**config.mk**
```make
export PLATFORM = sky130hd
export DESIGN_NAME = windowFrameTop
export DESIGN_NICKNAME = d
export VERILOG_FILES = /design/src/verilog/windowPkg.sv /design/src/verilog/memPkg.sv /design/src/verilog/fxcs.sv /design/src/verilog/onehotIdx.sv /design/src/verilog/logdropWindow.sv /design/src/verilog/windowSequencer.sv /design/src/verilog/frameReader.sv /design/src/verilog/memArbiter.sv /design/src/verilog/sampleRam.sv /design/src/verilog/windowFrameTop.sv
export SDC_FILE = /design/constraint.sdc
export NUM_CORES = 1
export LEC_CHECK = 0
export ABC_AREA = 1
export BUFFER_PORTS_ARGS = -buffer_cell sky130_fd_sc_hd__buf_4
export CORE_MARGIN = 5
export CORE_UTILIZATION = 55
export DETAILED_ROUTE_END_ITERATION = 8
export HOLD_SLACK_MARGIN = 0.12
export PLACE_DENSITY_LB_ADDON = 0.2
export SKIP_LAST_GASP = 1
export SLEW_MARGIN = 20
export SYNTH_ARGS = -nofsm -noshare
export SYNTH_HDL_FRONTEND = slang
export SYNTH_HIERARCHICAL = 1
export SYNTH_SLANG_ARGS = --single-unit
export TNS_END_PERCENT = 1
```
**constraint.sdc**
```tcl
create_clock -name i_clk -period 2.95 [get_ports i_clk]
set_input_delay 0.59 -clock i_clk [delete_from_list [all_inputs] [get_ports i_clk]]
set_output_delay 0.59 -clock i_clk [all_outputs]
set_load 0.005 [all_outputs]
```
**src/verilog/windowPkg.sv**
```systemverilog
// ==============================
// Window package
// Sample and window index types
// ==============================

package windowPkg;

  // Sample width in bits, samples are unsigned fractions
  localparam int DATA_W = 8;

  // Window length in samples
  // Power of 2, at least 8
  localparam int WINLEN = 64;

  // Width of the wrapping time index t
  localparam int WINLEN_W = $clog2(WINLEN);

  // One sample, raw or windowed
  typedef logic [DATA_W-1:0] sample_t;

  // Time index, also the sample RAM address
  typedef logic [WINLEN_W-1:0] winIdx_t;

endpackage

```
**src/verilog/memPkg.sv**
```systemverilog
// ==============================
// Sample RAM package
// Request and response structs
// ==============================

package memPkg;

  // One request to the sample RAM
  // req qualifies the whole struct
  // write selects store or fetch
  typedef struct packed {
    logic                req;
    logic                write;
    windowPkg::winIdx_t  addr;
    windowPkg::sample_t  data;
  } memReq_t;

  // One read response, one cycle after the read request
  typedef struct packed {
    logic                valid;
    windowPkg::sample_t  data;
  } memRsp_t;

endpackage

```
**src/verilog/fxcs.sv**
```systemverilog
// ==============================
// Highest set bit finder
// Masked vector to one-hot MSB
// ==============================

`timescale 1ns/1ps

module fxcs #(
  parameter int WIDTH = 8
) (
  input  logic [WIDTH-1:0] i_target,
  input  logic [WIDTH-1:0] i_vector,
  output logic [WIDTH-1:0] o_onehot
);

  // Candidate bits after masking
  logic [WIDTH-1:0] masked;
  // Set once a higher candidate has been seen
  logic             seenHigher;

  assign masked = i_vector & i_target;

  // Walk down from the MSB and keep the first set bit only
  always_comb begin
    seenHigher = 1'b0;
    o_onehot = '0;
    for (int i = WIDTH - 1; i >= 0; i--) begin
      o_onehot[i] = masked[i] & ~seenHigher;
      seenHigher = seenHigher | masked[i];
    end
  end

endmodule

```
**src/verilog/onehotIdx.sv**
```systemverilog
// ==============================
// One-hot to index encoder
// ==============================

`timescale 1ns/1ps

module onehotIdx #(
  // At least 2, so the index has one bit or more
  parameter int WIDTH = 8
) (
  input  logic [WIDTH-1:0]         i_onehot,
  output logic [$clog2(WIDTH)-1:0] o_index,
  output logic                     o_valid
);

  localparam int IDX_W = $clog2(WIDTH);

  // OR the positions of the set bits together
  // Exact only for a true one-hot input
  always_comb begin
    o_index = '0;
    for (int i = 0; i < WIDTH; i++) begin
      if (i_onehot[i]) begin
        o_index = o_index | IDX_W'(i);
      end
    end
  end

  // Index 0 is ambiguous without this flag
  assign o_valid = |i_onehot;

endmodule

```
**src/verilog/logdropWindow.sv**
```systemverilog
// ==============================
// Logdrop window multiply
// y = x * w(t), w a power of 2
// Gate model or integer model
// ==============================

`timescale 1ns/1ps

module logdropWindow #(
  parameter int DATA_W         = 8,
  // Power of 2, at least 8
  parameter int WINLEN         = 64,
  parameter bit ABSTRACT_MODEL = 1'b0
) (
  // Wrapping time index
  input  logic [$clog2(WINLEN)-1:0] i_t,
  input  logic [DATA_W-1:0]         i_x,
  output logic [DATA_W-1:0]         o_y
);

  if (ABSTRACT_MODEL) begin : abstractModel

    // Integer form of the window rule
    int tPlus;
    int a;
    int shift;

    always_comb begin
      // 1-indexed time
      tPlus = int'(i_t) + 1;
      // min(t+1, WINLEN-t), rises then falls across the frame
      if (tPlus <= WINLEN - tPlus + 1) begin
        a = tPlus;
      end else begin
        a = WINLEN - tPlus + 1;
      end
      // WINLEN is a power of 2, so clog2 of WINLEN/2 is the exact log
      shift = $clog2(WINLEN / 2) - $clog2(a);
    end

    assign o_y = i_x >> shift;

  end else begin : gateModel

    localparam int WINLEN_W     = $clog2(WINLEN);
    // Sawtooth drops the top bit of t
    localparam int SAW_W        = WINLEN_W - 1;
    localparam int ONEHOT_IDX_W = $clog2(SAW_W);
    // Mux select spans 0 to SAW_W
    localparam int MUXIDX_W     = $clog2(WINLEN_W);

    logic                    lastHalf;
    logic [SAW_W-1:0]        saw;
    logic [SAW_W-1:0]        sawMsb;
    logic [ONEHOT_IDX_W-1:0] sawMsbIdx;
    logic                    sawMsbVld;
    logic [MUXIDX_W-1:0]     muxIdx;
    logic [DATA_W-1:0]       shifted [WINLEN_W];

    assign lastHalf = i_t[WINLEN_W-1];

    // Counts up over the first half, back down over the second
    // Equals min(t+1, WINLEN-t) - 1
    assign saw = lastHalf ? ~i_t[SAW_W-1:0] : i_t[SAW_W-1:0];

    // Highest set bit of the sawtooth
    fxcs #(
      .WIDTH (SAW_W)
    ) onlyMsb_u (
      .i_target ({SAW_W{1'b1}}),
      .i_vector (saw),
      .o_onehot (sawMsb)
    );

    // Its position, invalid when the sawtooth is zero
    onehotIdx #(
      .WIDTH (SAW_W)
    ) msbIdx_u (
      .i_onehot (sawMsb),
      .o_index  (sawMsbIdx),
      .o_valid  (sawMsbVld)
    );

    // ceil(log2(saw+1)), zero at both ends of the frame
    assign muxIdx = MUXIDX_W'(sawMsbIdx) + MUXIDX_W'(sawMsbVld);

    // Tap i is x scaled by 2**(i - SAW_W)
    for (genvar i = 0; i < WINLEN_W; i++) begin : shiftTap
      assign shifted[i] = i_x >> (SAW_W - i);
    end

    assign o_y = shifted[muxIdx];

  end

endmodule

```
**src/verilog/windowSequencer.sv**
```systemverilog
// ==============================
// Window sequencer
// Windows each sample at time t
// and issues its RAM write
// ==============================

`timescale 1ns/1ps

module windowSequencer #(
  parameter bit ABSTRACT_MODEL = 1'b0
) (
  input  logic               i_clk,
  input  logic               i_rst,
  input  logic               i_sampleStrobe,
  input  windowPkg::sample_t i_sample,
  output memPkg::memReq_t    o_wrReq,
  output logic               o_frameDone
);

  // Time index of the next sample
  windowPkg::winIdx_t t;
  // Incoming sample after the window
  windowPkg::sample_t windowed;

  // Registered write request
  logic               wrValid;
  windowPkg::winIdx_t wrAddr;
  windowPkg::sample_t wrData;

  logdropWindow #(
    .DATA_W         (windowPkg::DATA_W),
    .WINLEN         (windowPkg::WINLEN),
    .ABSTRACT_MODEL (ABSTRACT_MODEL)
  ) window_u (
    .i_t (t),
    .i_x (i_sample),
    .o_y (windowed)
  );

  // Control, one write and at most one frame end per strobe
  always_ff @(posedge i_clk) begin
    if (i_rst) begin
      t <= '0;
      wrValid <= 1'b0;
      o_frameDone <= 1'b0;
    end else begin
      wrValid <= i_sampleStrobe;
      // All ones is the last index of the frame
      o_frameDone <= i_sampleStrobe & (&t);
      if (i_sampleStrobe) begin
        // Wraps at WINLEN by overflow
        t <= t + 1'b1;
      end
    end
  end

  // Address and data captured with the strobe
  always_ff @(posedge i_clk) begin
    if (i_sampleStrobe) begin
      wrAddr <= t;
      wrData <= windowed;
    end
  end

  assign o_wrReq = '{req: wrValid, write: 1'b1, addr: wrAddr, data: wrData};

endmodule

```
**src/verilog/frameReader.sv**
```systemverilog
// ==============================
// Host read port
// One pending read at a time
// ==============================

`timescale 1ns/1ps

module frameReader (
  input  logic               i_clk,
  input  logic               i_rst,
  input  logic               i_rdStrobe,
  input  windowPkg::winIdx_t i_rdAddr,
  output memPkg::memReq_t    o_rdReq,
  input  logic               i_rdGrant,
  input  memPkg::memRsp_t    i_ramRsp,
  output logic               o_rdValid,
  output windowPkg::sample_t o_rdData
);

  // Request waiting for the arbiter
  logic               pending;
  // Granted last cycle, RAM data arrives now
  logic               waitRsp;
  windowPkg::winIdx_t rdAddr;

  always_ff @(posedge i_clk) begin
    if (i_rst) begin
      pending <= 1'b0;
      waitRsp <= 1'b0;
    end else begin
      // Held until granted, writes may push it back
      if (i_rdStrobe) begin
        pending <= 1'b1;
      end else if (i_rdGrant) begin
        pending <= 1'b0;
      end
      waitRsp <= pending & i_rdGrant;
    end
  end

  always_ff @(posedge i_clk) begin
    if (i_rdStrobe) begin
      rdAddr <= i_rdAddr;
    end
  end

  assign o_rdReq = '{req: pending, write: 1'b0, addr: rdAddr, data: '0};

  // Only take the RAM response that belongs to our read
  assign o_rdValid = waitRsp & i_ramRsp.valid;
  assign o_rdData  = i_ramRsp.data;

endmodule

```
**src/verilog/memArbiter.sv**
```systemverilog
// ==============================
// Sample RAM arbiter
// Fixed priority, writes first
// ==============================

`timescale 1ns/1ps

module memArbiter (
  input  logic            i_clk,
  input  logic            i_rst,
  input  memPkg::memReq_t i_wrReq,
  input  memPkg::memReq_t i_rdReq,
  output logic            o_rdGrant,
  output memPkg::memReq_t o_ramReq
);

  // Reader owns the RAM response in the cycle after its grant
  logic rdInFlight;

  // Sequencer writes never wait
  // A read waits behind any write and behind its own response
  assign o_rdGrant = i_rdReq.req & ~i_wrReq.req & ~rdInFlight;

  // Single port, so exactly one request reaches the RAM
  always_comb begin
    o_ramReq = '0;
    if (i_wrReq.req) begin
      o_ramReq = i_wrReq;
    end else if (o_rdGrant) begin
      o_ramReq = i_rdReq;
    end
  end

  // Track the read whose data is on the RAM output next
  always_ff @(posedge i_clk) begin
    if (i_rst) begin
      rdInFlight <= 1'b0;
    end else begin
      rdInFlight <= o_rdGrant;
    end
  end

endmodule

```
**src/verilog/sampleRam.sv**
```systemverilog
// ==============================
// Windowed sample RAM
// Single port, 1-cycle read
// ==============================

`timescale 1ns/1ps

module sampleRam (
  input  logic            i_clk,
  input  memPkg::memReq_t i_ramReq,
  output memPkg::memRsp_t o_ramRsp
);

  windowPkg::sample_t mem [windowPkg::WINLEN];

  logic               rspValid;
  windowPkg::sample_t rspData;

  always_ff @(posedge i_clk) begin
    rspValid <= i_ramReq.req & ~i_ramReq.write;
    if (i_ramReq.req && i_ramReq.write) begin
      mem[i_ramReq.addr] <= i_ramReq.data;
    end
    // Data register only moves on a read
    if (i_ramReq.req && !i_ramReq.write) begin
      rspData <= mem[i_ramReq.addr];
    end
  end

  assign o_ramRsp = '{valid: rspValid, data: rspData};

endmodule

```
**src/verilog/windowFrameTop.sv**
```systemverilog
// ==============================
// Window frame capture top
// Sequencer and host reader
// sharing one sample RAM
// ==============================

`timescale 1ns/1ps

module windowFrameTop #(
  parameter bit ABSTRACT_MODEL = 1'b0
) (
  input  logic               i_clk,
  input  logic               i_rst,
  input  logic               i_sampleStrobe,
  input  windowPkg::sample_t i_sample,
  input  logic               i_rdStrobe,
  input  windowPkg::winIdx_t i_rdAddr,
  output logic               o_rdValid,
  output windowPkg::sample_t o_rdData,
  output logic               o_frameDone
);

  memPkg::memReq_t wrReq;
  memPkg::memReq_t rdReq;
  memPkg::memReq_t ramReq;
  memPkg::memRsp_t ramRsp;
  logic            rdGrant;

  windowSequencer #(
    .ABSTRACT_MODEL (ABSTRACT_MODEL)
  ) sequencer_u (
    .i_clk          (i_clk),
    .i_rst          (i_rst),
    .i_sampleStrobe (i_sampleStrobe),
    .i_sample       (i_sample),
    .o_wrReq        (wrReq),
    .o_frameDone    (o_frameDone)
  );

  frameReader reader_u (
    .i_clk      (i_clk),
    .i_rst      (i_rst),
    .i_rdStrobe (i_rdStrobe),
    .i_rdAddr   (i_rdAddr),
    .o_rdReq    (rdReq),
    .i_rdGrant  (rdGrant),
    .i_ramRsp   (ramRsp),
    .o_rdValid  (o_rdValid),
    .o_rdData   (o_rdData)
  );

  memArbiter arbiter_u (
    .i_clk     (i_clk),
    .i_rst     (i_rst),
    .i_wrReq   (wrReq),
    .i_rdReq   (rdReq),
    .o_rdGrant (rdGrant),
    .o_ramReq  (ramReq)
  );

  sampleRam ram_u (
    .i_clk    (i_clk),
    .i_ramReq (ramReq),
    .o_ramRsp (ramRsp)
  );

endmodule

```
==> results.py <==
metrics = {
    "yosys": {
        "avgSynthCellArea_um2": 9.98,
        "ys_async_sr_fraction": 0,
        "ys_types": 32,
        "synth_area_leader_cell": "edfxtp_1",
        "yosysWarnings": 6,
        "synth_ff_type": "edfxtp_1",
        "ys_seq_area_frac": 0.683,
        "synth_edf_count": 540,
        "yosysTopAreaCellShare": 0.673,
        "synth_area_leaders": "edfxtp_1, nand2_1, nor2_1, buf_2, dfxtp_1",
        "synthCells": 2413,
        "ys_seq_elements": 552,
        "synth_area_mm2": 0.0241,
    },
    "die": {
        "dieArea_mm2": 0.0481,
        "io_pins": 28,
        "start_util": 0.558,
        "die_w_um": 219,
        "die_h_um": 219,
        "core_mm2": 0.0432,
        "core.rowCount": 76,
    },
    "worst_hold_path": {
        "whs_path_depth": 1,
        "min_path_type": "primary input to register",
    },
    "clock_tree": {
        "root_buffer": "clkbuf_16",
        "htreeDepth": 2,
        "cts_tree": "built",
        "cts_buffers": 55,
        "cts_hold_buf": 0,
        "clock-sinks": 552,
        "clk_path_buf_depth": 3,
        "path_clk_slew_ns": 0.06,
        "clock_latency_ns": 0.60,
    },
    "worst_setup_path": {
        "crit_required_ns": 3.29,
        "cp-start-kind": "register",
        "r2r_cells": 14,
        "cp-end-kind": "register",
        "timing_worst_setup_path_type": "register to register",
        "cp.arrival_ns": 3.09,
        "cp_max_fo": 73,
    },
    "route": {
        "firstDrtPassIters": 6,
        "maxUsedRoutingLayer": "met4",
        "via_count": 16491,
        "wl_met1_mm": 24.5,
        "post_drt_wl_per_cell_um": 18.5,
        "routed-wl-met3_mm": 4.15,
        "wirelength_mm": 57.7,
        "drc": 0,
        "routed-wl-met2_mm": 27.7,
        "vias_per_cell": 5.29,
        "drtIter0Drc": 1619,
        "ant_nets": 0,
    },
    "global_routing": {
        "antenna_found_initial": 0,
        "grt_pass1_vias": 15803,
        "grt_pass1_wl_mm": 89.5,
        "grtUsageTotal": 0.242,
        "grt_max_degree": 93,
        "grt_overflow": 0,
    },
    "layout": {
        "area_delta_synth_final_pct": 11.9,
        "final_cells": 3120,
        "drive_gt1_frac": 0.102,
        "antenna_cells": 0,
        "nets": 2514,
    },
    "sta": {
        "max_freq_mhz": 363,
        "layout_setup_ws_ns": 0.197,
        "fin_crit_sh": 0.933,
        "finClkSkew_ns": 0.0100,
        "setup_viol": 0,
        "hold_viol": 0,
        "worst_pin_slew_ns": 0.998,
        "setup_tns_ns": 0,
        "fin_crit_ns": 2.75,
        "slew_headroom": 0.332,
        "slew_violations": 0,
        "rsz0062_at_grt": "no",
    },
    "power_and_ir_drop": {
        "power_density_mw_per_mm2": 640,
        "leakagePower_nw": 11.5,
        "peakVddDrop_uv": 501,
    },
    "placement": {
        "dpl.hpwl_mm": 35.1,
        "dpl.cell_count": 3021,
        "portBuffers": 27,
        "gp_congestion": 0.919,
        "preCtsSetupSlack_ns": 0.224,
    },
    "run_status": {
        "status": "complete, no violations",
    },
    "job": {
        "max_cap_violations": 0,
    },
}
-- state kept, by name, summed over array words and instances, names as in the netlist --
name                     cells
arbiter_u/rdInFlight         1
ram_u/mem                  512
ram_u/rspData                8
ram_u/rspValid               1
reader_u/pending             1
reader_u/rdAddr              6
reader_u/waitRsp             1
sequencer_u/o_frameDone      1
sequencer_u/t                6
sequencer_u/wrAddr           6
sequencer_u/wrData           8
sequencer_u/wrValid          1
-- layout make-up --
type / count / area (um2)
Clock inverter: 30 / 238
Fill cell: 3432 / 16200
Multi-Input combinational cell: 1694 / 6680
Tap cell: 585 / 732
Clock buffer: 69 / 1470
Sequential cell: 552 / 16500
Inverter: 49 / 205
Timing Repair Buffer: 141 / 1170
-- cell usage after synthesis (4+ instances only) --
| master | n |
|---|---|
| nand2_1 | 1464 |
| edfxtp_1 | 540 |
| nor2_1 | 106 |
| buf_2 | 53 |
| inv_1 | 38 |
| nand3_1 | 33 |
| buf_4 | 31 |
| clkbuf_1 | 22 |
| buf_6 | 17 |
| nand4_1 | 17 |
| dfxtp_1 | 12 |
| inv_2 | 8 |
| nor3_2 | 8 |
| nand2_2 | 7 |
| o21ai_1 | 6 |
| o211ai_1 | 5 |
| xor2_1 | 5 |
| a21oi_1 | 4 |
| buf_1 | 4 |
| nor2_2 | 4 |
| o21ai_0 | 4 |
| or2_1 | 4 |
-- logic make-up (layout without fill, tap and decap cells) --
family / count (synthesis) / after routing / share of synthesized area
other: 3 / 15 / 0.000468
adder cells (fa/ha/maj): 3 / 3 / 0.00156
flip-flops: 552 / 552 / 0.683
XOR/XNOR: 5 / 5 / 0.00182
buffers and inverters: 179 / 289 / 0.0427
AND/OR/NAND/NOR: 1652 / 1652 / 0.266
AO/OA/AOI/OAI: 19 / 19 / 0.00447
-- per-layer routing --
metal | vias to the layer above | GRT usage
li1 | 7936 | -
met1 | 7828 | 0.341
met2 | 617 | 0.397
met3 | 110 | 0.0370
met4 | 0 | 0.0687
met5 | - | 0
-- what timing repair did --
action,in CTS,in global routing
gates resized for setup,0,1
endpoints found under the setup margin,0,3
buffers inserted,0,0
-- through the flow --
stage | hold slack [ns] | utilization | total power, mW | instance area [um2]
final | 0.174 | 0.624 | 17.2 | 27000
after floorplan | 0.423 | - | 10.1 | 24100
after global placement | 0.523 | 0.585 | 10.7 | 25200
after CTS | 0.147 | 0.624 | 17.3 | 27000
after detailed placement | 0.525 | 0.585 | 10.7 | 25200
after global routing | 0.153 | 0.624 | 17.9 | 27000
-- where the power goes --
| group | switching [mW] | leakage, nW | internal [mW] |
|---|---|---|---|
| logic | 1.31 | 5.60 | 0.459 |
| registers | 0.0428 | 5.06 | 8.77 |
| clock network | 2.81 | 0.837 | 3.85 |
-- path summary, 6_finish.rpt --
| kind | endpoint | slack (ns) | startpoint |
|---|---|---|---|
| hold reg to reg | sequencer_u/o_frameDone$_SDFF_PP0_ | 0.54 | sequencer_u/t[4]$_SDFFE_PP0P_ |
| setup reg to reg | ram_u/rspData[6]$_DFFE_PP_ | 0.20 | reader_u/pending$_SDFFE_PP0P_ |
| hold / removal | reader_u/rdAddr[5]$_DFFE_PP_ | 0.17 | i_rdAddr[5] |
| setup / recovery | ram_u/rspData[6]$_DFFE_PP_ | 0.20 | reader_u/pending$_SDFFE_PP0P_ |
-- layout by cell type, fill, tap and decap left out, drive strengths merged, types with 3 or more instances in the layout --
cell type  count
clkbuf        69
conb          15
inv           48
nand3         35
clkinv        26
nor2         110
dfxtp         12
nand2       1471
nor3          10
o21ai         10
buf          141
nand4         17
ha             3
or2            7
bufinv         4
edfxtp       540
a21oi          4
o211ai         5
xor2           5
-- worst max-delay path: stages (launching register included) --
cell     delay (ns)
dfxtp_1        0.57
nand4_1        0.22
nand2_4        0.30
inv_8          0.21
buf_12         0.25
nand2_1        0.13
nand2_1        0.06
nand2_1        0.05
nand2_1        0.08
nand2_1        0.06
nand2_1        0.11
nand2_1        0.08
nand2_1        0.06
nor2_1         0.17
nand2_1        0.07
Power figures use the tool's default switching activity.
